**config.mk**
```make
export PLATFORM = sky130hd
export DESIGN_NAME = interact_regs_flat
export DESIGN_NICKNAME = d
export VERILOG_FILES = /design/src/logic/core_ctrl_pkg.sv /design/src/logic/wb_if.sv /design/src/logic/interact_regs.sv /design/src/flat_wrapper.sv
export SDC_FILE = /design/constraint.sdc
export NUM_CORES = 2
export LEC_CHECK = 0
export BUFFER_PORTS_ARGS = -buffer_cell sky130_fd_sc_hd__clkbuf_2
export CAP_MARGIN = 20
export CORE_MARGIN = 2
export CORE_UTILIZATION = 55
export DETAILED_ROUTE_END_ITERATION = 10
export GPL_TIMING_DRIVEN = 1
export PLACE_DENSITY = 0.71
export SLEW_MARGIN = 20
export SYNTH_ARGS = -nofsm -noshare
export SYNTH_HDL_FRONTEND = slang
export SYNTH_SLANG_ARGS = --single-unit
```
**constraint.sdc**
```tcl
create_clock -name clk_sys_57_12 -period 7.4 [get_ports clk_sys_57_12]
set_input_delay 0.74 -clock clk_sys_57_12 [delete_from_list [all_inputs] [get_ports clk_sys_57_12]]
set_output_delay 0.74 -clock clk_sys_57_12 [all_outputs]
set_load 0.02 [all_outputs]
```
**src/logic/core_ctrl_pkg.sv**
```systemverilog
/*
  core control package
  address map, sizes and the enums shared by the system-clock control block
*/
package core_ctrl_pkg;

  localparam int DATA_W = 32;
  localparam int ADDR_W = 32;

  localparam int INTERACT_DEPTH = 64;
  localparam int INTERACT_IDX_W = $clog2(INTERACT_DEPTH);
  localparam int SLOT_COUNT = 64;
  localparam int SLOT_IDX_W = $clog2(SLOT_COUNT);
  localparam int SLOT_ID_W = 16;

  // hold counter is wide enough for RESET_HOLD_CYCLES
  localparam int HOLD_CNT_W = 7;
  localparam logic [HOLD_CNT_W-1:0] RESET_HOLD_CYCLES = 7'd64;
  localparam int TICKS_PER_SECOND = 57_120_000;

  ////////////////////////////////////////////////////////////
  // address map

  localparam logic [ADDR_W-1:0] CTRL_BASE = 32'h1000_0000;
  localparam logic [3:0] REG_MENU_RESET = 4'h0;
  localparam logic [3:0] REG_RESET_PLUS = 4'h4;
  localparam logic [3:0] REG_RTC_SECONDS = 4'h8;
  // one word per 4 bytes, up to 0x1000_01fc
  localparam logic [ADDR_W-1:0] INTERACT_BASE = 32'h1000_0100;
  localparam logic [ADDR_W-1:0] SLOT_BASE = 32'h2000_0000;

  typedef enum logic [1:0] {
    REGION_CTRL,
    REGION_INTERACT,
    REGION_SLOT,
    REGION_NONE
  } bus_region_e;

  typedef enum logic {
    OWNER_BRIDGE,
    OWNER_SLOT_WRITER
  } bus_owner_e;

  typedef enum logic {
    IDLE,
    CYCLE
  } bridge_state_e;

endpackage

```
**src/logic/wb_if.sv**
```systemverilog
/*
  wishbone classic link
  single master to single slave, full-word accesses only
*/
`timescale 1ns/1ps

interface wb_if;
  logic                             cyc;
  logic                             stb;
  logic                             we;
  logic [core_ctrl_pkg::ADDR_W-1:0] adr;
  logic [core_ctrl_pkg::DATA_W-1:0] dat_w;
  logic [core_ctrl_pkg::DATA_W-1:0] dat_r;
  logic                             ack;

  modport master (
    output cyc, stb, we, adr, dat_w,
    input  dat_r, ack
  );

  modport slave (
    input  cyc, stb, we, adr, dat_w,
    output dat_r, ack
  );
endinterface

```
**src/logic/interact_regs.sv**
```systemverilog
/*
  interact register file
  64 words, read and written over wishbone
*/
`timescale 1ns/1ps

module interact_regs (
  input  logic clk_sys_57_12,
  input  logic rst,
  wb_if.slave  bus
);

  logic [core_ctrl_pkg::DATA_W-1:0]         mem [core_ctrl_pkg::INTERACT_DEPTH];
  logic [core_ctrl_pkg::INTERACT_IDX_W-1:0] idx;
  logic                                     sel;
  logic                                     ack_q;

  assign sel = bus.cyc && bus.stb && !ack_q;
  // word index from address bits 7:2
  assign idx = bus.adr[core_ctrl_pkg::INTERACT_IDX_W+1:2];

  always_ff @(posedge clk_sys_57_12) begin
    if (rst) begin
      ack_q <= 1'b0;
    end else begin
      ack_q <= sel;
    end
  end

  always_ff @(posedge clk_sys_57_12) begin
    if (sel && bus.we) begin
      mem[idx] <= bus.dat_w;
    end
    if (sel) begin
      bus.dat_r <= mem[idx];
    end
  end

  assign bus.ack = ack_q;

endmodule

```
**src/flat_wrapper.sv**
```systemverilog
// flat-port wrapper written by rule: the top's interface ports become plain ports
module interact_regs_flat 
  (clk_sys_57_12, rst, bus_cyc, bus_stb, bus_we, bus_adr, bus_dat_w, bus_dat_r, bus_ack);
  wb_if bus_i ();
  input  logic clk_sys_57_12;
  input  logic rst;
  input wire logic [$bits(bus_i.cyc)-1:0] bus_cyc;
  input wire logic [$bits(bus_i.stb)-1:0] bus_stb;
  input wire logic [$bits(bus_i.we)-1:0] bus_we;
  input wire logic [$bits(bus_i.adr)-1:0] bus_adr;
  input wire logic [$bits(bus_i.dat_w)-1:0] bus_dat_w;
  output wire logic [$bits(bus_i.dat_r)-1:0] bus_dat_r;
  output wire logic [$bits(bus_i.ack)-1:0] bus_ack;
  assign bus_i.cyc = bus_cyc;
  assign bus_i.stb = bus_stb;
  assign bus_i.we = bus_we;
  assign bus_i.adr = bus_adr;
  assign bus_i.dat_w = bus_dat_w;
  assign bus_dat_r = bus_i.dat_r;
  assign bus_ack = bus_i.ack;
  interact_regs u_core (.clk_sys_57_12(clk_sys_57_12), .rst(rst), .bus(bus_i));
endmodule
```
==> results.md <==
- Status: complete, no violations
- FILL cells: 9962
- First-pass GRT wire length: 323000 µm
- Number of synthesized flops with an enable pin: 2080
- Yosys top cell area share: 78.8%
- Layout Skew: 0.0405 ns
- Post-synthesis cell area: 79200 µm²
- Worst Path Max Fanout: 70
- Synth Area in Adders: 0%
- Delay-heaviest family, CP: simple AND/OR/NAND/NOR gates
- Share of cells above drive strength 1: 14.2%
- Seq/Total Area, Yosys: 78.9%
- CTS Sinks: 2081
- Grt total ovfl: 0
- Multiplexer share of the synthesized area: 4.23%
- Critical Path Slowest Stage Cell: nand3_1
- P&R area growth vs syn: 11.3%
- Post-synthesis compound-gate area fraction: 11.9%
- Final cell count without fillers: 6641
- Cell chosen for the clock root: clkbuf_16
- Remaining routing DRC violations: 0
- Netlist cell types: 61
- Max frequency: 0.226 GHz
- Fin. Hold Viols: 0
- PortBufs: 75
- Pre-CTS WS: 2.21 ns
- Critical path's largest stage delay: 1.05 ns
- Post-Synth Simple-Gate Area: 2.73%
- Yosys reg bits: 2081
- Synth top area cells: edfxtp_1 (79%), a221oi_1 (3.3%), a22oi_1 (3.1%), mux2i_1 (2.4%), a21oi_1 (1.3%)
- Worst-case clock buffer depth: 3
- Final Setup Violations: 0
- WHS: 0.0703 ns
- Yosys warnings: 0
- DIE WIDTH: 384 µm
- Most area-hungry cell type in the Yosys netlist: edfxtp_1
- Pwr Density: 269 nW/µm²
- CTS tree: built
- Vias in the first global route: 44868
- Initial core utilization: 55.3%
- DP Wirelength: 126000 µm
- Lkg Pwr: 27.4 nW
- DR iter-0 viols: 7783
- Worst path buffer plus inverter count: 2
- Min-Delay Path Class: in2reg
- Die Height: 384 µm
- Row cnt: 139
- Clock Latency Late Sink: 0.84 ns
- WL per Instance: 34.6 µm
- Wirelength, routed: 230000 µm
- Worst slew margin: 19.2%
- Post-CTS Setup Bufs: 0
- Sum Neg Setup Slack: 0 ns
- Crit end category: register
- Gr usage total: 30.8%
- Count leader, synth: edfxtp_1
- Core area: 143000 µm²
- Max_cap viols: 0
- Initial antenna violation count: 6
- Pin count of the biggest net entering global routing: 125
- GPL Wtd Cong: 0.836
- Critical setup path kind: in2reg
- Final min period: 4.42 ns
- Final Slew Violations: 0
- Post-CTS resize count: 0
- Cts hold-fix bufs: 0
- Final Cycle Share: 59.7%
- H-tree Lvls: 4
- TritonRoute pass-1 iters: 9
- Antenna viol nets, final: 0
- Largest family of logic cells by synthesized area: compound AO/OA/AOI/OAI gates
- Die area: 147000 µm²
- Worst setup SP type: input pin
- Most used DFF post-synth: edfxtp_1
- Crit-path cells: buf_8 -> and2_4 -> nand3_1 -> nor2_4 -> buf_4
- CTS clk-pin slew, worst paths: 0.06 ns
- # IOs: 102
- RSZ-0062 raised after global routing: false
- Routed vias/inst: 7.03
- Pwr Total: 0.0237 W
- Final worst slack: 2.98 ns
- Multi-input logic area: 15500 µm²
- Post-Syn Nets: 4564
- Post-synth top cells: edfxtp_1 (2080), a22oi_1 (331), a221oi_1 (302), a21oi_1 (202), mux2i_1 (193)
- Final nets: 4649
- FF/Latch Area: 62500 µm²
- Critical Path RT: 7.84 ns
- Placed Instances: 6283
- Asr flop ratio synth: 0%
- Cells after Synth: 4495
- CP arrival: 4.86 ns
- Worst slew pin tran: 1.21 ns
- VDD IR max: 0.265 mV
- XOR/XNOR Fraction of Synth Area: 0%
- Vias: 46683
- CTS buffer count: 193
- Syn_area_per_cell: 17.6 µm²
cells by family (layout without fill, tap and decap cells):
kind of cell / after synthesis / after routing
other cells: 0 / 1
compound gates: 1309 / 1309
mux: 285 / 285
flops: 2081 / 2081
buf+inv: 349 / 591
simple gates: 471 / 471
through the flow:
step / util [%] / cell area (µm²)
CTS: 61.4 / 88100
floorplan: - / 79200
global route: 61.5 / 88200
finish: 61.5 / 88200
global placement: 57.3 / 82100
detailed placement: 57.3 / 82100
worst register-to-register path, cell delays in order (launching register included):
cell,delay [ns]
dfxtp_1,0.34
nor2_4,0.61
and2_0,0.43
nand3_1,0.88
nor2_4,1.12
buf_4,0.52
cells in the final DEF, fill, tap and decap left out, drive strengths merged, types with 33 or more instances in the layout:
| cell type | synthesis | routed |
|---|---|---|
| mux4 | 34 | 34 |
| edfxtp | 2080 | 2080 |
| mux2 | 58 | 58 |
| a22o | 33 | 33 |
| clkinv | 0 | 89 |
| o22ai | 111 | 111 |
| buf | 249 | 173 |
| a221oi | 309 | 309 |
| a21oi | 202 | 202 |
| a22oi | 331 | 331 |
| nor2 | 180 | 180 |
| o21ai | 146 | 146 |
| a211oi | 39 | 39 |
| clkbuf | 98 | 308 |
| nand2 | 135 | 135 |
| mux2i | 193 | 193 |
per-layer routing:
layer,track usage (%),vias to the layer above,wire (µm)
li1,-,18871,-
met1,41.9,23577,82300
met2,46.2,3640,104000
met3,8.63,587,31000
met4,15.3,8,12200
met5,0,-,95
power by group:
group	internal (W)	leakage (nW)	switching [W]
logic	0.000321	5.80	0.000901
registers	0.0130	18.7	0.0000112
clock network	0.00518	2.90	0.00430
total	0.0185	27.4	0.00521
registers in the layout, indices dropped and copies added (netlist names):
name	flops
u_core.bus.ack	1
u_core.bus.dat_r	32
u_core.mem	2048
area by class of cell:
cell class / count / area share, %
Clock inverter: 108 / 1.03
Timing Repair Buffer: 237 / 2.04
Tap cell: 1903 / 2.70
Antenna cell: 1 / 0.00284
Clock buffer: 244 / 5.72
Sequential cell: 2081 / 70.9
Inverter: 2 / 0.0142
Multi-Input combinational cell: 2065 / 17.6
worst paths after layout:
| path | from | end | slack (ns) | cells past startpoint |
|---|---|---|---|---|
| min reg2reg | u_core.bus.ack | u_core.bus.ack | 0.51 | 1 |
| min | rst | u_core.bus.ack | 0.07 | 2 |
| max reg2reg | u_core.bus.ack | u_core.mem[44][6] | 3.14 | 5 |
| max | bus_adr[2] | u_core.mem[31][14] | 2.98 | 5 |
Note: power is estimated with default switching activity, not from simulation.
