### config.mk
export PLATFORM = sky130hd
export DESIGN_NAME = ctrl_regs_flat
export DESIGN_NICKNAME = d
export VERILOG_FILES = /design/src/logic/core_ctrl_pkg.sv /design/src/logic/wb_if.sv /design/src/logic/ctrl_regs.sv /design/src/flat_wrapper.sv
export SDC_FILE = /design/constraint.sdc
export NUM_CORES = 1
export LEC_CHECK = 0
export BUFFER_PORTS_ARGS = -buffer_cell sky130_fd_sc_hd__buf_2
export CAP_MARGIN = 0
export CELL_PAD_IN_SITES_DETAIL_PLACEMENT = 1
export CELL_PAD_IN_SITES_GLOBAL_PLACEMENT = 1
export CORE_ASPECT_RATIO = 0.75
export CORE_MARGIN = 2
export CORE_UTILIZATION = 29
export CTS_BUF_LIST = sky130_fd_sc_hd__clkbuf_16
export CTS_CLUSTER_SIZE = 8
export DETAILED_ROUTE_END_ITERATION = 10
export PLACE_DENSITY = 0.74
export RECOVER_POWER = 100
export SYNTH_ARGS = -nofsm -noshare
export SYNTH_HDL_FRONTEND = slang
export SYNTH_SLANG_ARGS = --single-unit
### constraint.sdc
create_clock -name clk_sys_57_12 -period 2.8 [get_ports clk_sys_57_12]
set_input_delay 0.56 -clock clk_sys_57_12 [delete_from_list [all_inputs] [get_ports clk_sys_57_12]]
set_output_delay 0.56 -clock clk_sys_57_12 [all_outputs]
set_load 0.02 [all_outputs]
### src/logic/core_ctrl_pkg.sv
/*
  core control package
  address map, sizes and the enums shared by the system-clock control block
*/
package core_ctrl_pkg;

  localparam int DATA_W = 32;
  localparam int ADDR_W = 32;

  localparam int INTERACT_DEPTH = 64;
  localparam int INTERACT_IDX_W = $clog2(INTERACT_DEPTH);
  localparam int SLOT_COUNT = 64;
  localparam int SLOT_IDX_W = $clog2(SLOT_COUNT);
  localparam int SLOT_ID_W = 16;

  // hold counter is wide enough for RESET_HOLD_CYCLES
  localparam int HOLD_CNT_W = 7;
  localparam logic [HOLD_CNT_W-1:0] RESET_HOLD_CYCLES = 7'd64;
  localparam int TICKS_PER_SECOND = 57_120_000;

  ////////////////////////////////////////////////////////////
  // address map

  localparam logic [ADDR_W-1:0] CTRL_BASE = 32'h1000_0000;
  localparam logic [3:0] REG_MENU_RESET = 4'h0;
  localparam logic [3:0] REG_RESET_PLUS = 4'h4;
  localparam logic [3:0] REG_RTC_SECONDS = 4'h8;
  // one word per 4 bytes, up to 0x1000_01fc
  localparam logic [ADDR_W-1:0] INTERACT_BASE = 32'h1000_0100;
  localparam logic [ADDR_W-1:0] SLOT_BASE = 32'h2000_0000;

  typedef enum logic [1:0] {
    REGION_CTRL,
    REGION_INTERACT,
    REGION_SLOT,
    REGION_NONE
  } bus_region_e;

  typedef enum logic {
    OWNER_BRIDGE,
    OWNER_SLOT_WRITER
  } bus_owner_e;

  typedef enum logic {
    IDLE,
    CYCLE
  } bridge_state_e;

endpackage

### src/logic/wb_if.sv
/*
  wishbone classic link
  single master to single slave, full-word accesses only
*/
`timescale 1ns/1ps

interface wb_if;
  logic                             cyc;
  logic                             stb;
  logic                             we;
  logic [core_ctrl_pkg::ADDR_W-1:0] adr;
  logic [core_ctrl_pkg::DATA_W-1:0] dat_w;
  logic [core_ctrl_pkg::DATA_W-1:0] dat_r;
  logic                             ack;

  modport master (
    output cyc, stb, we, adr, dat_w,
    input  dat_r, ack
  );

  modport slave (
    input  cyc, stb, we, adr, dat_w,
    output dat_r, ack
  );
endinterface

### src/logic/ctrl_regs.sv
/*
  control registers
  menu reset, reset-button enable, rtc seconds
  also owns the core reset hold timer
*/
`timescale 1ns/1ps

module ctrl_regs #(
  parameter int ticks_per_second = core_ctrl_pkg::TICKS_PER_SECOND
) (
  input  logic                             clk_sys_57_12,
  input  logic                             rst,
  wb_if.slave                              bus,
  input  logic                             reset_button,
  output logic                             core_reset,
  output logic [core_ctrl_pkg::DATA_W-1:0] rtc_seconds
);

  logic                                 sel;
  logic                                 wr_en;
  logic [3:0]                           offset;
  logic                                 ack_q;
  logic                                 enable_q;
  logic                                 button_q;
  logic                                 start_hold;
  logic [core_ctrl_pkg::HOLD_CNT_W-1:0] hold_q;
  logic [31:0]                          div_q;

  assign sel    = bus.cyc && bus.stb;
  assign offset = bus.adr[3:0];
  // writes land in the ack cycle
  assign wr_en  = sel && bus.we && ack_q;

  always_ff @(posedge clk_sys_57_12) begin
    if (rst) begin
      ack_q <= 1'b0;
    end else begin
      ack_q <= sel && !ack_q;
    end
  end

  always_ff @(posedge clk_sys_57_12) begin
    if (sel && !ack_q) begin
      case (offset)
        core_ctrl_pkg::REG_RESET_PLUS:  bus.dat_r <= {31'd0, enable_q};
        core_ctrl_pkg::REG_RTC_SECONDS: bus.dat_r <= rtc_seconds;
        default:                        bus.dat_r <= '0;
      endcase
    end
  end

  assign bus.ack = ack_q;

  ////////////////////////////////////////////////////////////
  // reset hold timer

  assign start_hold = (wr_en && offset == core_ctrl_pkg::REG_MENU_RESET) ||
                      (reset_button && !button_q && enable_q);

  always_ff @(posedge clk_sys_57_12) begin
    if (rst) begin
      enable_q <= 1'b0;
      button_q <= 1'b0;
      hold_q   <= '0;
    end else begin
      button_q <= reset_button;
      if (wr_en && offset == core_ctrl_pkg::REG_RESET_PLUS) begin
        enable_q <= bus.dat_w[0];
      end
      if (start_hold) begin
        hold_q <= core_ctrl_pkg::RESET_HOLD_CYCLES;
      end else if (hold_q != '0) begin
        hold_q <= hold_q - 1'b1;
      end
    end
  end

  assign core_reset = rst || hold_q != '0;

  ////////////////////////////////////////////////////////////
  // rtc seconds

  always_ff @(posedge clk_sys_57_12) begin
    if (rst) begin
      rtc_seconds <= '0;
      div_q       <= '0;
    end else if (wr_en && offset == core_ctrl_pkg::REG_RTC_SECONDS) begin
      rtc_seconds <= bus.dat_w;
      div_q       <= '0;
    end else if (div_q == ticks_per_second - 1) begin
      rtc_seconds <= rtc_seconds + 32'd1;
      div_q       <= '0;
    end else begin
      div_q <= div_q + 32'd1;
    end
  end

endmodule

### src/flat_wrapper.sv
// flat-port wrapper written by rule: the top's interface ports become plain ports
module ctrl_regs_flat 
#(
  parameter int ticks_per_second = core_ctrl_pkg::TICKS_PER_SECOND
)
  (clk_sys_57_12, rst, reset_button, core_reset, rtc_seconds, bus_cyc, bus_stb, bus_we, bus_adr, bus_dat_w, bus_dat_r, bus_ack);
  wb_if bus_i ();
  input  logic clk_sys_57_12;
  input  logic rst;
  input  logic reset_button;
  output logic core_reset;
  output logic [core_ctrl_pkg::DATA_W-1:0] rtc_seconds;
  input wire logic [$bits(bus_i.cyc)-1:0] bus_cyc;
  input wire logic [$bits(bus_i.stb)-1:0] bus_stb;
  input wire logic [$bits(bus_i.we)-1:0] bus_we;
  input wire logic [$bits(bus_i.adr)-1:0] bus_adr;
  input wire logic [$bits(bus_i.dat_w)-1:0] bus_dat_w;
  output wire logic [$bits(bus_i.dat_r)-1:0] bus_dat_r;
  output wire logic [$bits(bus_i.ack)-1:0] bus_ack;
  assign bus_i.cyc = bus_cyc;
  assign bus_i.stb = bus_stb;
  assign bus_i.we = bus_we;
  assign bus_i.adr = bus_adr;
  assign bus_i.dat_w = bus_dat_w;
  assign bus_dat_r = bus_i.dat_r;
  assign bus_ack = bus_i.ack;
  ctrl_regs #(.ticks_per_second(ticks_per_second)) u_core (.clk_sys_57_12(clk_sys_57_12), .rst(rst), .bus(bus_i), .reset_button(reset_button), .core_reset(core_reset), .rtc_seconds(rtc_seconds));
endmodule
==> impl_metrics.yaml <==
clock_network:
  cts_buffers: 9
  postCtsHoldBufs: 0
  path_clk_slew_ns: 0.07
  cts.repair.resized: 0
  clk_latency_ns: 0.36
  cts_tree: "built"
  postCtsSetupBuffers: 0
  root_buffer: "clkbuf_16"
  clk_path_buf_depth: 2
  h-tree-depth: 3
  clock_sinks: 106
floorplanning:
  dieWidth_um: 157
  io_pins: 136
  die_h_um: 119
  num_rows: 42
  coreArea_um2: 17400
  dieArea_um2: 18700
  initial_core_util: 0.293
drt:
  drc: 0
  dr.pass1.iters: 4
  initialDrtViolationCount: 262
  totalWireLength_um: 15100
  via_count: 4575
  wl_per_cell_um: 16.8
  vias_per_cell: 5.12
  ant_nets: 0
worst_hold_path:
  hold_path_class: "register to register"
  hp-start: "u_core.div_q[0]$_SDFF_PP0_"
sta:
  rsz0062_at_grt: "no"
  maxSlewViolCount: 0
  setup_viol: 0
  tightestPinTransition_ns: 1.38
  fmax_mhz: 394
  fin_skew_ns: 0.0114
  relSlewSlack: 0.0804
  finalWorstSetupSlack_ns: 0.261
  timing.setup.tns_ns: 0
  period_share: 0.907
  finalHoldViolCount: 0
  period_needed_ns: 2.54
logic_synthesis:
  synth_top_cell_by_area: "dfxtp_1"
  netlist_area_um2: 5120
  syn_nets: 614
  async_flop_share: 0
  yosysWarningCount: 0
  synth_edf_count: 32
  synth.yosys.seq_area_share: 0.477
  yosysUniqueCellTypes: 50
  synth_top_area_frac: 0.289
  syn_avg_cell_area_um2: 9.48
  syn_inst: 540
  yosys_most_used_dff: "dfxtp_1"
  ys_top_cells_by_area: "dfxtp_1, edfxtp_1, nor2_1"
  ys_ff_latch: 106
place:
  hpwl_um: 11300
  pre_cts_ws_ns: 0.300
  numPortBuffers: 107
  placed_area_um2: 5980
  routabilityCongestion: 0.796
setup_path:
  path_class: "register to register"
  cp_cell_sequence: "nor4_4 -> nand4_4 -> or3_1 -> or4_1 -> a311oi_1"
  r2r-end: "u_core.rtc_seconds[6]$_SDFFE_PP0P_"
  crit_fanout: 12
  startpoint_type: "register"
  path_depth: 5
  path_buf_inv: 0
  required_ns: 3.06
  max_stage_delay_ns: 0.63
  crit_family: "simple AND/OR/NAND/NOR gates"
  r2r_cells: 5
  rr_startpoint: "u_core.div_q[29]$_SDFF_PP0_"
  startpoint: "u_core.div_q[29]$_SDFF_PP0_"
  cp-end-kind: "register"
  cp.arrival_ns: 2.79
  crit_end: "u_core.rtc_seconds[6]$_SDFFE_PP0P_"
  crit_slowest_cell: "or3_1"
  ff2ff_setup_slack_ns: 0.26
global_routing:
  grt_pass1_wl_um: 23900
  grt_pass1_vias: 4578
  grt_antenna_before_repair: 0
  grt_remaining_overflow: 0
  gr-usage-all-layers: 0.163
  grt_max_degree: 37
power_and_ir_drop:
  p_leak_uw: 0.00199
  powerDensity_nw_per_um2: 556
  ir_drop_v: 0.000385
cells_and_area:
  seq_area_um2: 2440
  fillers: 2088
  syn_to_final_growth_pct: 20.5
  finalNetCount: 721
  n_antenna_cell: 0
  final_area_um2: 6170
  final_cell_mix: "clkbuf_1, dfxtp_1, nor2_1"
  drive_gt1_frac: 0.121
  multi_input_area_um2: 2510
status:
  outcome: "finished, final reports clean"
flow_run:
  cap_violations: 0
==> how the worst min path moves through the flow <==
stage / end / slack [ns] / cells after the start
finish: u_core.div_q[0]$_SDFF_PP0_ / 0.45 / 1
global route: u_core.button_q$_SDFF_PP0_ / 0.46 / 2
CTS: u_core.button_q$_SDFF_PP0_ / 0.45 / 2
detailed placement: u_core.div_q[0]$_SDFF_PP0_ / 0.44 / 1
global placement: u_core.div_q[0]$_SDFF_PP0_ / 0.43 / 1
floorplan: u_core.div_q[0]$_SDFF_PP0_ / 0.42 / 1
==> worst register-to-register path, delay by kind of cell, from the launching register on <==
family          cells  cell delay, ns
compound gates      1            0.29
flops               1            0.38
simple gates        4            1.77
==> metal layers <==
| layer | up-vias | wire length (um) | global-route usage |
|---|---|---|---|
| met5 | - | 0 | 0 |
| met1 | 2257 | 7100 | 0.214 |
| met4 | 0 | 287 | 0.0506 |
| li1 | 2190 | - | - |
| met2 | 106 | 6840 | 0.259 |
| met3 | 22 | 837 | 0.0466 |
==> state kept, by name (all words and copies together) (netlist names) <==
name,count
u_core.bus.dat_r,32
u_core.div_q,32
u_core.rtc_seconds,32
u_core.hold_q,7
u_core.bus.ack,1
u_core.button_q,1
u_core.enable_q,1
==> cells by family after synthesis <==
kind of cell | share of synthesized area
AOI/OAI and AO/OA | 0.0885
xor gates and xnor gates | 0.0718
and+or+nand+nor | 0.309
adders and majority gates | 0.00978
DFF | 0.477
muxes | 0.00978
buffers and inverters | 0.0337
==> stage by stage <==
stage	hold WS (ns)	utilization	instances	total power, uW
after floorplan	0.418	-	540	2010
after global placement	0.430	0.343	878	2120
after detailed placement	0.439	0.343	878	2150
after CTS	0.451	0.360	894	3480
after global routing	0.463	0.354	894	3570
final	0.451	0.354	894	3430
==> synthesized netlist by cell type (all sizes together), types with 2 or more instances <==
library cell and number:
dfxtp 74, nor2 70, and2 36, edfxtp 32, nand2 31, xnor2 26, nor4 24, nand4 23
nand3 22, clkbuf 21, a211oi 18, or3 16, xor2 16, inv 15, o21ai 13, a311oi 12
a21oi 11, and4 11, nor3 9, nor4b 8, buf 6, mux2i 5, o31ai 5, or4 5
and3 4, ha 4, nor3b 3, a32o 2, and4bb 2, nand2b 2, nand3b 2, nor2b 2
nor4bb 2, o22ai 2
==> where the power goes <==
part           leakage, uW  switching, uW  total, uW  internal, uW
registers         0.000907           62.1       1710          1650
clock network     0.000147            623       1330           709
logic             0.000933            235        389           154
total              0.00199            920       3430          2510
==> layout make-up <==
type	count	area share
Multi-Input combinational cell	392	0.408
Sequential cell	106	0.396
Timing Repair Buffer	123	0.0888
Tap cell	242	0.0491
Clock buffer	9	0.0365
Clock inverter	7	0.0132
Inverter	15	0.00912
Power figures use the tool's default switching activity.
