`src/logic/core_ctrl_pkg.sv`:
```
/*
  core control package
  address map, sizes and the enums shared by the system-clock control block
*/
package core_ctrl_pkg;

  localparam int DATA_W = 32;
  localparam int ADDR_W = 32;

  localparam int INTERACT_DEPTH = 64;
  localparam int INTERACT_IDX_W = $clog2(INTERACT_DEPTH);
  localparam int SLOT_COUNT = 64;
  localparam int SLOT_IDX_W = $clog2(SLOT_COUNT);
  localparam int SLOT_ID_W = 16;

  // hold counter is wide enough for RESET_HOLD_CYCLES
  localparam int HOLD_CNT_W = 7;
  localparam logic [HOLD_CNT_W-1:0] RESET_HOLD_CYCLES = 7'd64;
  localparam int TICKS_PER_SECOND = 57_120_000;

  ////////////////////////////////////////////////////////////
  // address map

  localparam logic [ADDR_W-1:0] CTRL_BASE = 32'h1000_0000;
  localparam logic [3:0] REG_MENU_RESET = 4'h0;
  localparam logic [3:0] REG_RESET_PLUS = 4'h4;
  localparam logic [3:0] REG_RTC_SECONDS = 4'h8;
  // one word per 4 bytes, up to 0x1000_01fc
  localparam logic [ADDR_W-1:0] INTERACT_BASE = 32'h1000_0100;
  localparam logic [ADDR_W-1:0] SLOT_BASE = 32'h2000_0000;

  typedef enum logic [1:0] {
    REGION_CTRL,
    REGION_INTERACT,
    REGION_SLOT,
    REGION_NONE
  } bus_region_e;

  typedef enum logic {
    OWNER_BRIDGE,
    OWNER_SLOT_WRITER
  } bus_owner_e;

  typedef enum logic {
    IDLE,
    CYCLE
  } bridge_state_e;

endpackage

```
`src/logic/wb_if.sv`:
```
/*
  wishbone classic link
  single master to single slave, full-word accesses only
*/
`timescale 1ns/1ps

interface wb_if;
  logic                             cyc;
  logic                             stb;
  logic                             we;
  logic [core_ctrl_pkg::ADDR_W-1:0] adr;
  logic [core_ctrl_pkg::DATA_W-1:0] dat_w;
  logic [core_ctrl_pkg::DATA_W-1:0] dat_r;
  logic                             ack;

  modport master (
    output cyc, stb, we, adr, dat_w,
    input  dat_r, ack
  );

  modport slave (
    input  cyc, stb, we, adr, dat_w,
    output dat_r, ack
  );
endinterface

```
`src/logic/slot_size_writer.sv`:
```
/*
  slot size writer
  holds one slot size update and writes it to the slot table
*/
`timescale 1ns/1ps

module slot_size_writer (
  input  logic                                clk_sys_57_12,
  input  logic                                rst,
  input  logic                                slot_update,
  input  logic [core_ctrl_pkg::SLOT_ID_W-1:0] slot_update_id,
  input  logic [core_ctrl_pkg::DATA_W-1:0]    slot_update_size,
  output logic                                slot_update_ready,
  wb_if.master                                bus
);

  localparam int PAD_W = core_ctrl_pkg::ADDR_W - core_ctrl_pkg::SLOT_IDX_W - 2;

  logic                             pending_q;
  logic [core_ctrl_pkg::ADDR_W-1:0] adr_q;
  logic [core_ctrl_pkg::DATA_W-1:0] size_q;

  always_ff @(posedge clk_sys_57_12) begin
    if (rst) begin
      pending_q <= 1'b0;
    end else if (pending_q) begin
      pending_q <= !bus.ack;
    end else begin
      pending_q <= slot_update;
    end
  end

  // entry address is the base plus one word per slot index
  always_ff @(posedge clk_sys_57_12) begin
    if (!pending_q && slot_update) begin
      adr_q  <= core_ctrl_pkg::SLOT_BASE +
                {{PAD_W{1'b0}}, slot_update_id[core_ctrl_pkg::SLOT_IDX_W-1:0], 2'b00};
      size_q <= slot_update_size;
    end
  end

  assign slot_update_ready = !pending_q;
  assign bus.cyc   = pending_q;
  assign bus.stb   = pending_q;
  assign bus.we    = 1'b1;
  assign bus.adr   = adr_q;
  assign bus.dat_w = size_q;

endmodule

```
`src/flat_wrapper.sv`:
```
// flat-port wrapper written by rule: the top's interface ports become plain ports
module slot_size_writer_flat 
  (clk_sys_57_12, rst, slot_update, slot_update_id, slot_update_size, slot_update_ready, bus_cyc, bus_stb, bus_we, bus_adr, bus_dat_w, bus_dat_r, bus_ack);
  wb_if bus_i ();
  input  logic clk_sys_57_12;
  input  logic rst;
  input  logic slot_update;
  input  logic [core_ctrl_pkg::SLOT_ID_W-1:0] slot_update_id;
  input  logic [core_ctrl_pkg::DATA_W-1:0] slot_update_size;
  output logic slot_update_ready;
  output wire logic [$bits(bus_i.cyc)-1:0] bus_cyc;
  output wire logic [$bits(bus_i.stb)-1:0] bus_stb;
  output wire logic [$bits(bus_i.we)-1:0] bus_we;
  output wire logic [$bits(bus_i.adr)-1:0] bus_adr;
  output wire logic [$bits(bus_i.dat_w)-1:0] bus_dat_w;
  input wire logic [$bits(bus_i.dat_r)-1:0] bus_dat_r;
  input wire logic [$bits(bus_i.ack)-1:0] bus_ack;
  assign bus_cyc = bus_i.cyc;
  assign bus_stb = bus_i.stb;
  assign bus_we = bus_i.we;
  assign bus_adr = bus_i.adr;
  assign bus_dat_w = bus_i.dat_w;
  assign bus_i.dat_r = bus_dat_r;
  assign bus_i.ack = bus_ack;
  slot_size_writer u_core (.clk_sys_57_12(clk_sys_57_12), .rst(rst), .slot_update(slot_update), .slot_update_id(slot_update_id), .slot_update_size(slot_update_size), .slot_update_ready(slot_update_ready), .bus(bus_i));
endmodule
```
`config.mk`:
```
export PLATFORM = sky130hd
export DESIGN_NAME = slot_size_writer_flat
export DESIGN_NICKNAME = d
export VERILOG_FILES = /design/src/logic/core_ctrl_pkg.sv /design/src/logic/wb_if.sv /design/src/logic/slot_size_writer.sv /design/src/flat_wrapper.sv
export SDC_FILE = /design/constraint.sdc
export NUM_CORES = 1
export LEC_CHECK = 0
export ABC_AREA = 1
export BUFFER_PORTS_ARGS = -buffer_cell sky130_fd_sc_hd__clkbuf_2
export CAP_MARGIN = 5
export CORE_UTILIZATION = 34
export DETAILED_ROUTE_END_ITERATION = 7
export HOLD_SLACK_MARGIN = 0.06
export PLACE_DENSITY = 0.84
export SYNTH_ARGS = -nofsm -noshare
export SYNTH_HDL_FRONTEND = slang
export SYNTH_SLANG_ARGS = --single-unit
```
`constraint.sdc`:
```
create_clock -name clk_sys_57_12 -period 1.8 [get_ports clk_sys_57_12]
set_input_delay 0.36 -clock clk_sys_57_12 [delete_from_list [all_inputs] [get_ports clk_sys_57_12]]
set_output_delay 0.36 -clock clk_sys_57_12 [all_outputs]
set_load 0.03 [all_outputs]
```
==> results of run 1 <==
## power by group
part	internal (mW)	switching (mW)	leakage, nW	total, mW
Clock	0.272	0.271	0.0422	0.543
Sequential	1.06	0.0138	0.373	1.08
Combinational	0.0722	0.243	0.452	0.315
Total	1.41	0.528	0.868	1.93
## critical path, cell delays in order (launching register included)
cell,delay [ps]
sky130_fd_sc_hd__dfxtp_1,390
sky130_fd_sc_hd__inv_2,60
sky130_fd_sc_hd__clkbuf_2,180
## stage by stage
stage / cell area [um^2] / utilization, % / setup slack (ps) / power (mW)
2_1_floorplan: 1506 / - / 56.76 / 1.360
3_3_place_gp: 1784 / 44.60 / 561.9 / 1.408
3_5_place_dp: 1784 / 44.60 / 510.9 / 1.415
4_1_cts: 1866 / 46.64 / 519.5 / 1.969
5_1_grt: 1866 / 46.64 / 488.9 / 2.022
6_report: 1866 / 46.64 / 535.8 / 1.934
## cell type report
class	instances	area (um^2)	area share, %
Sequential cell	39	1161	62.24
Tap cell	50	62.56	3.353
Timing Repair Buffer	84	425.4	22.80
Clock buffer	7	76.32	4.091
Multi-Input combinational cell	30	120.1	6.439
Inverter	3	15.01	0.8048
Clock inverter	1	5.005	0.2683
## worst min path at each step
stage | start | endpoint | slack [ps] | depth (start not counted)
after global placement | u_core.bus.cyc | u_core.bus.cyc | 500 | 2
after floorplan | rst | u_core.bus.cyc | 420 | 1
after CTS | rst | u_core.bus.cyc | 220 | 2
final | rst | u_core.bus.cyc | 230 | 2
after global routing | rst | u_core.bus.cyc | 210 | 2
after detailed placement | u_core.bus.cyc | u_core.bus.cyc | 510 | 2
## kinds of logic after synthesis
kind of cell / Yosys count / share of synthesized area, %
flops: 39 / 82.42
buf+inv: 31 / 15.72
simple gates: 2 / 0.7105
other cells: 2 / 0.5331
compound gates: 1 / 0.6218
## cell usage after synthesis
library cell               number  share of area [%]
sky130_fd_sc_hd__edfxtp_1      38                 81
sky130_fd_sc_hd__buf_4         28                 15
sky130_fd_sc_hd__conb_1         2               0.53
sky130_fd_sc_hd__inv_1          2               0.53
sky130_fd_sc_hd__a21oi_2        1               0.62
sky130_fd_sc_hd__dfxtp_1        1                1.4
sky130_fd_sc_hd__inv_2          1               0.27
sky130_fd_sc_hd__nand2_1        1               0.27
sky130_fd_sc_hd__nand2_2        1               0.44
## metal layers
layer  part of all wire (%)  up-vias  wire length [um]
li1                       -      379                 -
met1                     38      369               857
met2                     48       65              1095
met3                     13        2               306
met4                   0.66        0                15
met5                      0        -                 0
## placed cells by master, fill, tap and decap left out
master	Yosys	layout
sky130_fd_sc_hd__clkinvlp_4	0	1
sky130_fd_sc_hd__clkbuf_8	0	5
sky130_fd_sc_hd__clkbuf_2	0	82
sky130_fd_sc_hd__conb_1	2	27
sky130_fd_sc_hd__a21oi_2	1	1
sky130_fd_sc_hd__nand2_2	1	1
sky130_fd_sc_hd__clkbuf_1	0	2
sky130_fd_sc_hd__dfxtp_1	1	1
sky130_fd_sc_hd__nand2_1	1	1
sky130_fd_sc_hd__inv_2	1	1
sky130_fd_sc_hd__buf_4	28	2
sky130_fd_sc_hd__clkinv_2	0	1
sky130_fd_sc_hd__edfxtp_1	38	38
sky130_fd_sc_hd__inv_1	2	1
## sequential cells by signal (all words and copies together), names as in the netlist
name	cells
u_core.bus.adr	6
u_core.bus.cyc	1
u_core.bus.dat_w	32
==> qor.csv, run 1 <==
metric;value;unit
ys_types;9;
cp.required;1440;ps
final_net_count;247;
path_clk_slew;70;ps
grt_first_pass_wirelength;3153;um
vias_per_cell;3.808;
std_cell_rows;23;
mappedNetlistArea;1409;um^2
coreArea;4000;um^2
rsz0062_at_grt;false;
fin_worst_skew;6.783;ps
critPathCapture;slot_update_ready;
ctsRootBufferMaster;sky130_fd_sc_hd__clkbuf_8;
yosys_register_bits;39;
portion_of_the_post_synthesis_area_used_by_sequential_elements;82.42;%
worstSetupPathType;flop to output pin;
finalWirelength;2275;um
tritoncts_clock_tree;done;
global_route.peak_usage_layer;met2;
cts.sink_count;39;
track_usage;10.36;%
power-per-cell-area;1037;nW/um^2
antenna-diode-count;0;
post-place-cells;206;
drt_pre_antenna_iters;2;
gp_routability_congestion;0.6817;
detailed_place_hpwl;1789;um
finalMaxSlewViolations;0;
clk_lat_worst_skew;280;ps
post_layout_nonfiller_instances;214;
reg2reg_to;u_core.bus.dat_w[2];
initial_core_util;35.22;%
crit-reg2reg-launch;u_core.bus.cyc;
global_route.overflow_total;0;
areaGrowthSynthToFinish;32.42;%
worst_ep_arrival_time;900;ps
status;finished, final reports clean;
finalHoldViolCount;0;
cts_post_setup_buffers_inserted;0;
fp.dieArea;4405;um^2
vdd_ir_drop_max;0.4726;mV
cp-start-kind;flop;
dieHeight;66.37;um
clock_tree.buffer_depth;2;
postCtsResizedCells;0;
die_x;66.37;um
drc;0;
worst_r2r_path_depth;4;
syn_inst_count;75;
post_route_cells_drive_above_1_share;57.32;%
routedWlPerCell;10.63;um
global_route.usage.met2;15.82;%
grt_antenna_before_repair;0;
clock_buffers_created_by_tritoncts;5;
ctsHoldBuffers;0;
worst_setup_path_end_kind;output pin;
htreeDepth;2;
fillers;380;
critPathMaxFanout;4;
setup_viol;0;
crit_path_start;u_core.bus.cyc;
timing.hold.ws;229.6;ps
fmaxAchievable;791.0;MHz
initialDrtViolationCount;75;
grt_use_met3;6.552;%
final.setup.tns;0;ps
cellLeakagePower;0.8675;nW
maximum_number_of_pins_on_one_net_before_global_route_repair;28;
yosysWarnings;0;
hp_class;input pin to flop;
period_share;70.23;%
flop_to_flop_setup_slack;590;ps
met1_usage;11.21;%
postRouteAntennaNets;0;
timing.max_cap.violations;0;
portBuffers;82;
finalCriticalPeriod;1264;ps
io_pins;152;
via_count;815;
grt_pass1_vias;682;
avgSynthCellArea;18.78;um^2
Note: power is estimated with default switching activity, not from simulation.
==> run 2, diff against run 1 <==
- clock period: 1.8 -> 1.24 ns (I/O delays scaled with it)
==> run 2 against run 1 <==
  * Combinational power is 52% higher
  * First-iteration DRC count is 31% lower
  * Power is 46% higher
  * Critical endpoint unchanged
  * Clock power is 43% higher
  * Largest cell class unchanged
  * Die area stayed put
  * Worst setup slack worse by 440 ps
  * Final area is 1.9% higher
  * Cell count is 0.47% lower
==> qor.csv, run 2 (synthesis results as in run 1) <==
metric;value;unit
cts.sink_count;39;
ctsRootBufferMaster;sky130_fd_sc_hd__clkbuf_8;
finalWirelength;2421;um
status;finished, final reports clean;
cellLeakagePower;0.8796;nW
dieHeight;66.37;um
final_area;1901;um^2
commonest_non_fill_non_tap_cell_in_the_layout;sky130_fd_sc_hd__clkbuf_2;
grt_first_pass_wirelength;3153;um
hold-path-cell-count;2;
clock_buffers_created_by_tritoncts;5;
postRouteAntennaNets;0;
io_pins;152;
worst_ep_arrival_time;900;ps
routedWlPerCell;11.37;um
gp_routability_congestion;0.6780;
cts_post_setup_buffers_inserted;0;
track_usage;10.54;%
layout_common_cells;82 x sky130_fd_sc_hd__clkbuf_2, 38 x sky130_fd_sc_hd__edfxtp_1, 27 x sky130_fd_sc_hd__conb_1, 5 x sky130_fd_sc_hd__clkbuf_8, 2 x sky130_fd_sc_hd__buf_12;
maximum_number_of_pins_on_one_net_before_global_route_repair;23;
grt_pass1_vias;749;
portBuffers;82;
std_cell_rows;23;
timing.hold.ws;106.0;ps
fp.dieArea;4405;um^2
setup_ws;95.64;ps
rsz0062_at_grt;false;
post-layout-total-power;2.818;mW
setup_viol;0;
drt_pre_antenna_iters;4;
finalCriticalPeriod;1144;ps
cp-start-kind;flop;
tritoncts_clock_tree;done;
htreeDepth;2;
placement.setup.worst_slack;201.9;ps
hp-start;rst;
final.setup.tns;0;ps
detailed_place_hpwl;1926;um
critPathMaxFanout;4;
fmaxAchievable;873.8;MHz
power-per-cell-area;1483;nW/um^2
fin_worst_skew;3.454;ps
finalMaxSlewViolations;0;
vdd_ir_drop_max;0.9733;mV
global_route.overflow_total;0;
cell_area_after_placement;1823;um^2
coreArea;4000;um^2
reg2reg_to;u_core.bus.dat_w[23];
vias_per_cell;3.812;
initialDrtViolationCount;52;
postCtsResizedCells;0;
antenna-diode-count;0;
worst_hold_path.endpoint;u_core.bus.cyc;
crit-reg2reg-launch;u_core.bus.cyc;
areaGrowthSynthToFinish;34.90;%
post_route_cells_drive_above_1_share;58.28;%
flip_flop_count_of_the_largest_register_after_layout;32;
hp_class;input pin to flop;
via_count;812;
drc;0;
die_x;66.37;um
layout.core_utilization;47.51;%
ctsHoldBuffers;0;
period_share;92.29;%
initial_core_util;35.22;%
path_clk_slew;70;ps
cp.required;990;ps
worst_setup_path_end_kind;output pin;
grt_antenna_before_repair;0;
post_layout_nonfiller_instances;213;
timing.max_cap.violations;0;
clk_lat_worst_skew;280;ps
finalHoldViolCount;0;
worst_r2r_path_depth;4;
final_net_count;247;
clock_tree.buffer_depth;2;
flop_to_flop_setup_slack;190;ps
post-place-cells;206;
worstSetupPathType;flop to output pin;
## run 2: critical path: stages, from the launching register on
cell and delay [ps]:
sky130_fd_sc_hd__dfxtp_4 370, sky130_fd_sc_hd__inv_6 60, sky130_fd_sc_hd__clkbuf_2 190
## run 2: metal layers
layer | up-vias | track usage [%] | routed length, um
met4 | 0 | 5.585 | 26
met1 | 383 | 9.424 | 829
met3 | 4 | 6.379 | 205
li1 | 381 | - | -
met5 | - | 0 | 0
met2 | 44 | 18.24 | 1359
## run 2: area by class of cell
type / count / area, um^2
Clock buffer: 5 / 68.82
Inverter: 3 / 20.02
Multi-Input combinational cell: 30 / 125.1
Tap cell: 50 / 62.56
Sequential cell: 39 / 1165
Clock inverter: 2 / 8.758
Fill cell: 354 / 2100
Timing Repair Buffer: 84 / 450.4
## run 2: worst max path at each step
stage	startpoint	to	slack, ps	cells past startpoint
6_report	u_core.bus.cyc	slot_update_ready	100	2
5_1_grt	u_core.bus.cyc	slot_update_ready	70	2
4_1_cts	u_core.bus.cyc	slot_update_ready	80	2
3_5_place_dp	u_core.bus.cyc	u_core.bus.dat_w[6]	200	4
3_3_place_gp	u_core.bus.cyc	u_core.bus.dat_w[26]	210	4
2_1_floorplan	u_core.bus.cyc	u_core.bus.adr[2]	-220	3
## run 2: where the power goes
group | internal (mW) | switching, mW | total (mW)
Sequential | 1.54 | 0.0224 | 1.56
Clock | 0.374 | 0.402 | 0.776
Combinational | 0.119 | 0.359 | 0.478
Total | 2.03 | 0.783 | 2.82
