[config.mk]
export PLATFORM = sky130hd
export DESIGN_NAME = bridge_wb_master_flat
export DESIGN_NICKNAME = d
export VERILOG_FILES = /design/src/logic/core_ctrl_pkg.sv /design/src/logic/wb_if.sv /design/src/logic/bridge_wb_master.sv /design/src/flat_wrapper.sv
export SDC_FILE = /design/constraint.sdc
export NUM_CORES = 1
export LEC_CHECK = 0
export BUFFER_PORTS_ARGS = -buffer_cell sky130_fd_sc_hd__clkbuf_2
export CAP_MARGIN = 40
export CORE_MARGIN = 2
export CORE_UTILIZATION = 46
export CTS_BUF_LIST = sky130_fd_sc_hd__clkbuf_4 sky130_fd_sc_hd__clkbuf_8
export DETAILED_ROUTE_END_ITERATION = 10
export HOLD_SLACK_MARGIN = 0.05
export PLACE_DENSITY = 0.87
export SKIP_LAST_GASP = 1
export SYNTH_ARGS = -nofsm -noshare
export SYNTH_HDL_FRONTEND = slang
export SYNTH_SLANG_ARGS = --single-unit
[constraint.sdc]
create_clock -name clk_sys_57_12 -period 7.8 [get_ports clk_sys_57_12]
set_input_delay 1.56 -clock clk_sys_57_12 [delete_from_list [all_inputs] [get_ports clk_sys_57_12]]
set_output_delay 1.56 -clock clk_sys_57_12 [all_outputs]
set_load 0.005 [all_outputs]
[src/logic/core_ctrl_pkg.sv]
/*
  core control package
  address map, sizes and the enums shared by the system-clock control block
*/
package core_ctrl_pkg;

  localparam int DATA_W = 32;
  localparam int ADDR_W = 32;

  localparam int INTERACT_DEPTH = 64;
  localparam int INTERACT_IDX_W = $clog2(INTERACT_DEPTH);
  localparam int SLOT_COUNT = 64;
  localparam int SLOT_IDX_W = $clog2(SLOT_COUNT);
  localparam int SLOT_ID_W = 16;

  // hold counter is wide enough for RESET_HOLD_CYCLES
  localparam int HOLD_CNT_W = 7;
  localparam logic [HOLD_CNT_W-1:0] RESET_HOLD_CYCLES = 7'd64;
  localparam int TICKS_PER_SECOND = 57_120_000;

  ////////////////////////////////////////////////////////////
  // address map

  localparam logic [ADDR_W-1:0] CTRL_BASE = 32'h1000_0000;
  localparam logic [3:0] REG_MENU_RESET = 4'h0;
  localparam logic [3:0] REG_RESET_PLUS = 4'h4;
  localparam logic [3:0] REG_RTC_SECONDS = 4'h8;
  // one word per 4 bytes, up to 0x1000_01fc
  localparam logic [ADDR_W-1:0] INTERACT_BASE = 32'h1000_0100;
  localparam logic [ADDR_W-1:0] SLOT_BASE = 32'h2000_0000;

  typedef enum logic [1:0] {
    REGION_CTRL,
    REGION_INTERACT,
    REGION_SLOT,
    REGION_NONE
  } bus_region_e;

  typedef enum logic {
    OWNER_BRIDGE,
    OWNER_SLOT_WRITER
  } bus_owner_e;

  typedef enum logic {
    IDLE,
    CYCLE
  } bridge_state_e;

endpackage

[src/logic/wb_if.sv]
/*
  wishbone classic link
  single master to single slave, full-word accesses only
*/
`timescale 1ns/1ps

interface wb_if;
  logic                             cyc;
  logic                             stb;
  logic                             we;
  logic [core_ctrl_pkg::ADDR_W-1:0] adr;
  logic [core_ctrl_pkg::DATA_W-1:0] dat_w;
  logic [core_ctrl_pkg::DATA_W-1:0] dat_r;
  logic                             ack;

  modport master (
    output cyc, stb, we, adr, dat_w,
    input  dat_r, ack
  );

  modport slave (
    input  cyc, stb, we, adr, dat_w,
    output dat_r, ack
  );
endinterface

[src/logic/bridge_wb_master.sv]
/*
  host bridge master
  turns single-cycle read and write pulses into wishbone cycles
*/
`timescale 1ns/1ps

module bridge_wb_master (
  input  logic                             clk_sys_57_12,
  input  logic                             rst,
  input  logic [core_ctrl_pkg::ADDR_W-1:0] bridge_addr,
  input  logic                             bridge_rd,
  input  logic                             bridge_wr,
  input  logic [core_ctrl_pkg::DATA_W-1:0] bridge_wr_data,
  output logic [core_ctrl_pkg::DATA_W-1:0] bridge_rd_data,
  output logic                             bridge_rd_valid,
  output logic                             bridge_busy,
  wb_if.master                             bus
);

  core_ctrl_pkg::bridge_state_e     state_q;
  logic                             we_q;
  logic [core_ctrl_pkg::ADDR_W-1:0] adr_q;
  logic [core_ctrl_pkg::DATA_W-1:0] dat_q;

  always_ff @(posedge clk_sys_57_12) begin
    if (rst) begin
      state_q         <= core_ctrl_pkg::IDLE;
      bridge_rd_valid <= 1'b0;
    end else begin
      bridge_rd_valid <= 1'b0;
      case (state_q)
        core_ctrl_pkg::IDLE: begin
          if (bridge_rd || bridge_wr) begin
            state_q <= core_ctrl_pkg::CYCLE;
          end
        end
        default: begin
          if (bus.ack) begin
            state_q         <= core_ctrl_pkg::IDLE;
            bridge_rd_valid <= !we_q;
          end
        end
      endcase
    end
  end

  // request payload, write wins if both pulse together
  always_ff @(posedge clk_sys_57_12) begin
    if (state_q == core_ctrl_pkg::IDLE && (bridge_rd || bridge_wr)) begin
      we_q  <= bridge_wr;
      adr_q <= bridge_addr;
      dat_q <= bridge_wr_data;
    end
    if (state_q == core_ctrl_pkg::CYCLE && bus.ack && !we_q) begin
      bridge_rd_data <= bus.dat_r;
    end
  end

  assign bridge_busy = state_q == core_ctrl_pkg::CYCLE;
  assign bus.cyc     = bridge_busy;
  assign bus.stb     = bridge_busy;
  assign bus.we      = we_q;
  assign bus.adr     = adr_q;
  assign bus.dat_w   = dat_q;

endmodule

[src/flat_wrapper.sv]
// flat-port wrapper written by rule: the top's interface ports become plain ports
module bridge_wb_master_flat 
  (clk_sys_57_12, rst, bridge_addr, bridge_rd, bridge_wr, bridge_wr_data, bridge_rd_data, bridge_rd_valid, bridge_busy, bus_cyc, bus_stb, bus_we, bus_adr, bus_dat_w, bus_dat_r, bus_ack);
  wb_if bus_i ();
  input  logic clk_sys_57_12;
  input  logic rst;
  input  logic [core_ctrl_pkg::ADDR_W-1:0] bridge_addr;
  input  logic bridge_rd;
  input  logic bridge_wr;
  input  logic [core_ctrl_pkg::DATA_W-1:0] bridge_wr_data;
  output logic [core_ctrl_pkg::DATA_W-1:0] bridge_rd_data;
  output logic bridge_rd_valid;
  output logic bridge_busy;
  output wire logic [$bits(bus_i.cyc)-1:0] bus_cyc;
  output wire logic [$bits(bus_i.stb)-1:0] bus_stb;
  output wire logic [$bits(bus_i.we)-1:0] bus_we;
  output wire logic [$bits(bus_i.adr)-1:0] bus_adr;
  output wire logic [$bits(bus_i.dat_w)-1:0] bus_dat_w;
  input wire logic [$bits(bus_i.dat_r)-1:0] bus_dat_r;
  input wire logic [$bits(bus_i.ack)-1:0] bus_ack;
  assign bus_cyc = bus_i.cyc;
  assign bus_stb = bus_i.stb;
  assign bus_we = bus_i.we;
  assign bus_adr = bus_i.adr;
  assign bus_dat_w = bus_i.dat_w;
  assign bus_i.dat_r = bus_dat_r;
  assign bus_i.ack = bus_ack;
  bridge_wb_master u_core (.clk_sys_57_12(clk_sys_57_12), .rst(rst), .bridge_addr(bridge_addr), .bridge_rd(bridge_rd), .bridge_wr(bridge_wr), .bridge_wr_data(bridge_wr_data), .bridge_rd_data(bridge_rd_data), .bridge_rd_valid(bridge_rd_valid), .bridge_busy(bridge_busy), .bus(bus_i));
endmodule
==> results of run 1 <==
[Yosys cell counts]
| master | count | area, um^2 |
|---|---|---|
| sky130_fd_sc_hd__nor2b_4 | 1 | 13.8 |
| sky130_fd_sc_hd__dfxtp_1 | 2 | 40.0 |
| sky130_fd_sc_hd__edfxtp_1 | 97 | 2910 |
| sky130_fd_sc_hd__nor3_1 | 1 | 5.00 |
| sky130_fd_sc_hd__a211oi_1 | 1 | 7.51 |
| sky130_fd_sc_hd__and3b_2 | 1 | 10.0 |
| sky130_fd_sc_hd__buf_4 | 2 | 15.0 |
| sky130_fd_sc_hd__nor2_1 | 2 | 7.51 |
[through the flow]
| stage | power [W] | worst slack (ns) | instance area [um^2] | utilization (%) | hold WS (ns) |
|---|---|---|---|---|---|
| after floorplan | 0.000663 | 2.97 | 3010 | - | 0.536 |
| after detailed placement | 0.000722 | 4.98 | 4110 | 64.8 | 0.632 |
| final | 0.00108 | 5.26 | 4350 | 68.5 | 0.640 |
| after global routing | 0.00112 | 5.19 | 4350 | 68.5 | 0.680 |
| after CTS | 0.00109 | 5.23 | 4350 | 68.5 | 0.646 |
| after global placement | 0.000718 | 5.01 | 4110 | 64.8 | 0.604 |
[sequential cells by signal, indices dropped and copies added, names as in the netlist]
name / count
u_core.bridge_rd_data: 32
u_core.bus.adr: 32
u_core.bridge_busy: 1
u_core.bus.we: 1
u_core.bus.dat_w: 32
u_core.bridge_rd_valid: 1
[cell usage in the layout (no fill, tap or decap)]
cell type,count
sky130_fd_sc_hd__clkbuf_2,201
sky130_fd_sc_hd__edfxtp_1,97
sky130_fd_sc_hd__clkbuf_8,9
sky130_fd_sc_hd__bufinv_16,3
sky130_fd_sc_hd__dfxtp_1,2
sky130_fd_sc_hd__nor2_1,1
sky130_fd_sc_hd__nor2_4,1
sky130_fd_sc_hd__and3b_2,1
sky130_fd_sc_hd__nor2b_4,1
sky130_fd_sc_hd__nor3_1,1
sky130_fd_sc_hd__a211oi_1,1
sky130_fd_sc_hd__clkbuf_4,1
sky130_fd_sc_hd__clkinv_2,1
sky130_fd_sc_hd__clkinvlp_4,1
sky130_fd_sc_hd__buf_4,1
[final cells by class]
| cell class | count | area share [%] |
|---|---|---|
| Sequential cell | 99 | 67.9 |
| Timing Repair Buffer | 202 | 23.3 |
| Clock buffer | 10 | 3.02 |
| Clock inverter | 5 | 2.36 |
| Tap cell | 77 | 2.22 |
| Multi-Input combinational cell | 6 | 1.18 |
[per-layer routing]
layer  share of wire [%]  vias up  GRT usage [%]  wire length (um)
li1                    -      845              -                 -
met1                  32      802           16.4              1980
met2                  52      142           30.2              3190
met3                  14       10           8.85               877
met4                 1.8        0           8.37               108
met5                   0        -              0                 0
[final timing paths]
kind	start	to	slack, ns
worst min-delay path	u_core.bridge_busy$_SDFF_PP0_	u_core.bridge_busy$_SDFF_PP0_	0.64
worst min register to register	u_core.bridge_busy$_SDFF_PP0_	u_core.bridge_busy$_SDFF_PP0_	0.64
worst max-delay path	u_core.bridge_busy$_SDFF_PP0_	bridge_busy	5.26
worst max register to register	u_core.bridge_busy$_SDFF_PP0_	u_core.bridge_rd_data[26]$_DFFE_PP_	6.26
[power by group]
part / switching [W] / internal, W / leakage, nW / total [W]
logic: 0.0000378 / 0.0000382 / 0.858 / 0.0000760
registers: 0.00000874 / 0.000623 / 0.944 / 0.000632
clock network: 0.000156 / 0.000214 / 0.116 / 0.000371
total: 0.000203 / 0.000876 / 1.92 / 0.00108
[kinds of logic (layout without fill, tap and decap cells)]
logic type	Yosys count	in the layout	synth area share, %
AO/OA/AOI/OAI	1	1	0.249
buffers and inverters	2	217	0.498
flip-flops	99	99	98.0
AND/OR/NAND/NOR	5	5	1.20
==> impl.org, run 1 <==
** STA
- Highest attainable clock frequency :: 394 MHz
- Post-route clock skew :: roughly 0.014 ns
- In the final timing run, aggregate negative setup slack is 0 ns.
- Ratio of final minimum period to clock period :: 32.6%
- Setup repair after global routing missed its margin :: false
- Setup violations, final :: 0
- The count of pins over their slew limit is 0.
- Max_slew headroom :: between 40 and 50%
- Number of hold violations in the final report :: 0
- Shortest period the worst path allows :: between 2 and 3 ns
- At the pin with the least slew margin, the transition time is 0.770 ns.

** Critical path
- Critical Path Start Type :: register
- The number of buffers and inverters on the critical path is 1.
- The signal on the critical path passes through clkbuf_2.
- Crit-path max cell delay :: 0.48 ns
- Category of the worst setup path capture point :: output port
- By startpoint and endpoint, the worst setup path is classified as register to output port.
- Slowest library cell on the worst path :: sky130_fd_sc_hd__dfxtp_1
- Along the worst path, the maximum fanout reaches 7.
- Path length in cells of the critical path :: 1
- Required time reported for the critical path endpoint :: ~6.2 ns
- Logic depth of the worst register-to-register path :: 1
- Data on the critical path arrives at its endpoint at 0.98 ns.
- Grouping stages by cell kind, the critical path spends the most delay in flip-flops.

** Logic synthesis
- Net count after synthesis :: 208
- Synthesis inferred approximately 100 register bits.
- The share of the Yosys chip area taken by registers is a little over nine tenths.
- Post-Syn Area :: approximately 3000 um^2
- Average cell area after synthesis :: 28.1 um^2
- The Yosys step of the flow raised 0 warnings.
- Distinct cell type count of the synthesized netlist :: 8
- Number of cells produced by synthesis :: ~110

** Die
- The floorplan step set the die height to 84.9 um.
- Number of top-level pins :: 202
- The die covers 7210 um^2.
- From left edge to right edge, the die measures 84.9 um.
- Initial cell density of the core :: between 40% and 50%
- Num rows :: 29
- The core region is 6350 um^2.

** GRT
- The first global-routing pass estimated 9030 um of wire.
- Global routing used 17.2% of the available tracks.
- Entering global routing, the biggest net connects 66 pins.
- The number of global-route vias before repair is 1905.
- Initial antenna violation count :: 0
- Remaining global-route overflow :: 0

** Layout
- For this run, the number of standard cells in the final layout without fillers is 399.
- Number of fillers in the final layout :: 417
- In the final design database the tool counted 419 nets.
- Compared with the post-synthesis result, the final layout area differs by 44.4%.
- Registers take a little under 3000 um^2.
- Fraction of layout cells with a size suffix above 1 :: between 60% and 70%
- The multi-input combinational cells in the finished layout cover a total of 51.3 um^2.
- Final antenna diode count :: 0

** Clock network
- Clock Sinks :: 99
- Clock-pin slew was measured on the worst setup and hold paths at 0.08 ns.
- Clock buffer depth :: 2
- H-tree levels :: 3
- Clock tree synthesis inserted a total of 9 buffers.
- The number of setup buffers added after CTS is 0.
- Resize count post-CTS :: 0
- TritonCTS built the clock tree.
- For this design, the CTS-stage hold fixing added 0 buffers.
- Cell at the root of the clock tree :: sky130_fd_sc_hd__clkbuf_8
- Clock latency on the worst-skew pair :: roughly 0.34 ns

** Power and ir drop
- Power spread over the standard cell area amounts to 248 nW/um^2.
- In this run the static leakage power is ~1.9 nW.
- The worst-case IR drop observed on VDD is 169 uV.

** Placed design
- RePlAce Congestion :: 0.695
- In this run, placement finished with an instance count of 384.
- Port bufs :: 201

** Min path
- Hold path cells :: 1
- The worst hold path belongs to the class register to register.

** Drt
- The first detailed-routing pass ran for 4 iterations.
- The final layout contains routed wiring with a total length of around 6200 um.
- In the routed design, unresolved DRC markers number 0.
- Number of vias after detailed routing :: 1799
- In the routed layout, each cell is associated on average with a via count of 4.51.
- In the final routed layout, each cell accounts on average for 15.4 um.
- Number of antenna-violating nets in the routed design :: 0
- In this run, the number of DRC markers left after iteration 0 of detailed routing was 70.

** Job
- Max-Cap Viols :: 0

** Run status
- The run finished with clean final reports.
No activity file was read; power rests on OpenSTA's default activity.
==> run 2: changes to the inputs <==
--- a/config.mk
+++ b/config.mk
@@ -8,11 +8,11 @@
 export BUFFER_PORTS_ARGS = -buffer_cell sky130_fd_sc_hd__clkbuf_2
 export CAP_MARGIN = 40
 export CORE_MARGIN = 2
-export CORE_UTILIZATION = 46
+export CORE_UTILIZATION = 43
 export CTS_BUF_LIST = sky130_fd_sc_hd__clkbuf_4 sky130_fd_sc_hd__clkbuf_8
 export DETAILED_ROUTE_END_ITERATION = 10
 export HOLD_SLACK_MARGIN = 0.05
-export PLACE_DENSITY = 0.87
+export PLACE_DENSITY = 0.82
 export SKIP_LAST_GASP = 1
 export SYNTH_ARGS = -nofsm -noshare
 export SYNTH_HDL_FRONTEND = slang
==> constraint.sdc (replaced) <==
create_clock -name clk_sys_57_12 -period 2.45 [get_ports clk_sys_57_12]
set_input_delay 0.49 -clock clk_sys_57_12 [delete_from_list [all_inputs] [get_ports clk_sys_57_12]]
set_output_delay 0.49 -clock clk_sys_57_12 [all_outputs]
set_load 0.005 [all_outputs]
==> impl.org, run 2 (synthesis gave the netlist of run 1 again) <==
** Run status
- The run finished with clean final reports.

** Power and ir drop
- Switching portion of total power :: slightly above 20%
- Sequential Power Share :: between 50 and 60%
- The share of total power dissipated in the clock network is about a third.
- Per report_power, the combinational group accounts for 7.6% of the total.
- In this run the power spent charging and discharging nets is 0.000677 W.
- Power per standard cell area :: 767 nW/um^2
- Static Leakage :: 1.92 nW
- Across the VDD grid, the largest voltage drop is between 400 and 500 uV.
- Cell internal power was estimated by the tool at 0.00269 W.

** Critical path
- The worst setup path is captured at a register.
- The worst setup path is of the register to register kind.
- STA puts the critical path data required time at approximately 2.4 ns.
- Crit path buf inv count :: 0
- Slowest library cell on the worst path :: sky130_fd_sc_hd__and3b_2
- CP Data Arrival Time :: 1.53 ns
- Critical Path Start Type :: register
- Critical path cell sequence :: and3b_2
- On the worst path, the slowest cell contributes a delay of approximately 0.70 ns.
- Kind of cell with the highest combined delay on the critical path :: simple AND/OR/NAND/NOR gates
- Along the worst path, the maximum fanout reaches 33.

** GRT
- Entering global routing, the biggest net connects 34 pins.
- Initial antenna violation count :: 0
- The first global-routing pass estimated 8690 um of wire.
- After global routing the overflow that remains totals 0.
- Via count of the first global-routing pass :: 1850
- Global-route usage over all layers :: 15.9%

** STA
- Dividing the final minimum period by the clock period gives 63.3%.
- Setup violations, final :: 0
- Setup repair after global routing left no endpoint under its margin.
- The clock period could shrink to 1.55 ns.
- Highest attainable clock frequency :: around 650 MHz
- Slew at the pin closest to its max-slew limit :: 0.691 ns
- Number of hold violations in the final report :: 0
- Fin. max-slew vios :: 0
- Total negative slack :: 0 ns
- Max_slew headroom :: between 50% and 60%
- Post-route clock skew :: around 0.011 ns

** Die
- Die H :: 87.7 um
- In this run the horizontal extent of the chip is 87.7 um.
- Die Area :: between 7000 and 8000 um^2
- In this run the standard cell core region covers 6790 um^2.
- During I/O placement, the number of pins put on the boundary was 202.
- In this run the core area contains 30 standard-cell rows.
- For this configuration, the core starts out at a cell density of 44.3%.

** Clock network
- Buffers inserted to repair hold after CTS numbered 0.
- Clock Sinks :: 99
- CTS clock-pin slew for the worst setup and hold paths :: 0.10 ns
- Buffer count from post-CTS setup fixing :: 0
- For the worst-skew pair, the clock arrives at the later sink with an insertion delay of 0.35 ns.
- H-tree levels :: 3
- Number of buffers created by CTS :: 9
- CTS tree :: built
- In this run the deepest clock path goes through 2 buffers.
- After clock tree synthesis, the repair step resized 0 gates.
- In this run the clock root is driven by a sky130_fd_sc_hd__clkbuf_8.

** Layout
- The repair_antennas step left the layout with diodes totalling 0.
- In the final layout, the multi-input gates occupy 51.3 um^2.
- Number of nets in the final layout :: 420
- Most frequent cells in the layout :: sky130_fd_sc_hd__clkbuf_2 (201), sky130_fd_sc_hd__edfxtp_1 (97), sky130_fd_sc_hd__clkbuf_8 (9)
- The filler cells instantiated in the layout total 490.
- Compared with the post-synthesis result, the final layout area differs by 45.6%.
- Final core area utilization :: 64.5%
- The library cell used most frequently in the layout, excluding fill and tap cells, is sky130_fd_sc_hd__clkbuf_2.
- Footprint of the flip-flops and latches :: 2950 um^2
- Of the cells placed in the final design, the portion with a size suffix greater than 1 is 68.5%.

** Placed design
- Routability-driven placement finished with a final weighted congestion of 0.716.
- Port bufs :: 201
- Detailed placement finished with a half-perimeter wire length of 5040 um.

** Drt
- Number of antenna-violating nets in the routed design :: 0
- Detailed Routing Iterations Pass 1 :: 4
- Dividing the detail-routed via count by the number of cells gives 4.35.
- Routed wirelength normalized by instance count :: 15.0 um
- Post-route DRC violation count :: 0
- For this block, the routed nets add up to between 6000 and 7000 um of wire.
- Detailed router's first-iteration violation count :: 62
- Across all layers, the routed design uses 1827 vias.

** Job
- Max-Cap Viols :: 0

** Min path
- The worst hold path belongs to the class input pin to register.
[run 2: path summary, 6_finish.rpt]
kind,depth (start not counted),end,slack [ns],start
worst min register to register,1,u_core.bridge_busy$_SDFF_PP0_,0.63,u_core.bridge_busy$_SDFF_PP0_
worst max register to register,1,u_core.bridge_rd_data[3]$_DFFE_PP_,0.90,u_core.bridge_busy$_SDFF_PP0_
worst min-delay path,1,u_core.bus.adr[25]$_DFFE_PP_,0.31,bridge_addr[25]
worst max-delay path,1,u_core.bridge_rd_data[3]$_DFFE_PP_,0.90,u_core.bridge_busy$_SDFF_PP0_
[run 2: power by group through the flow]
stage | registers, W | clock network (W) | logic (W)
finish | 0.00201 | 0.00110 | 0.000254
global route | 0.00202 | 0.00118 | 0.000281
CTS | 0.00201 | 0.00112 | 0.000263
detailed placement | 0.00205 | 0 | 0.000261
global placement | 0.00205 | 0 | 0.000254
floorplan | 0.00206 | 0 | 0.0000423
[run 2: final cells by class]
type | instances | share of cell area (%)
clock inverter | 7 | 2.08
multi-input combinational | 6 | 1.17
sequential | 99 | 67.3
timing repair buffer | 203 | 23.9
tap | 96 | 2.74
clock buffer | 9 | 2.82
[run 2: stage by stage]
step / hold slack, ns / power, W / setup WS (ns) / instance area (um^2) / std cells
CTS: 0.292 / 0.00340 / 0.882 / 4390 / 420
detailed placement: 0.633 / 0.00231 / 0.835 / 4170 / 404
floorplan: 0.554 / 0.00211 / 0.541 / 3020 / 107
global placement: 0.610 / 0.00230 / 0.853 / 4170 / 404
global route: 0.285 / 0.00348 / 0.778 / 4390 / 420
finish: 0.309 / 0.00336 / 0.900 / 4390 / 420
[run 2: routing by layer]
layer,global-route usage [%],wire length [um],up-vias
met4,8.11,123,0
li1,-,-,849
met3,8.67,876,9
met2,27.8,3310,140
met1,14.9,1970,829
met5,0,0,-
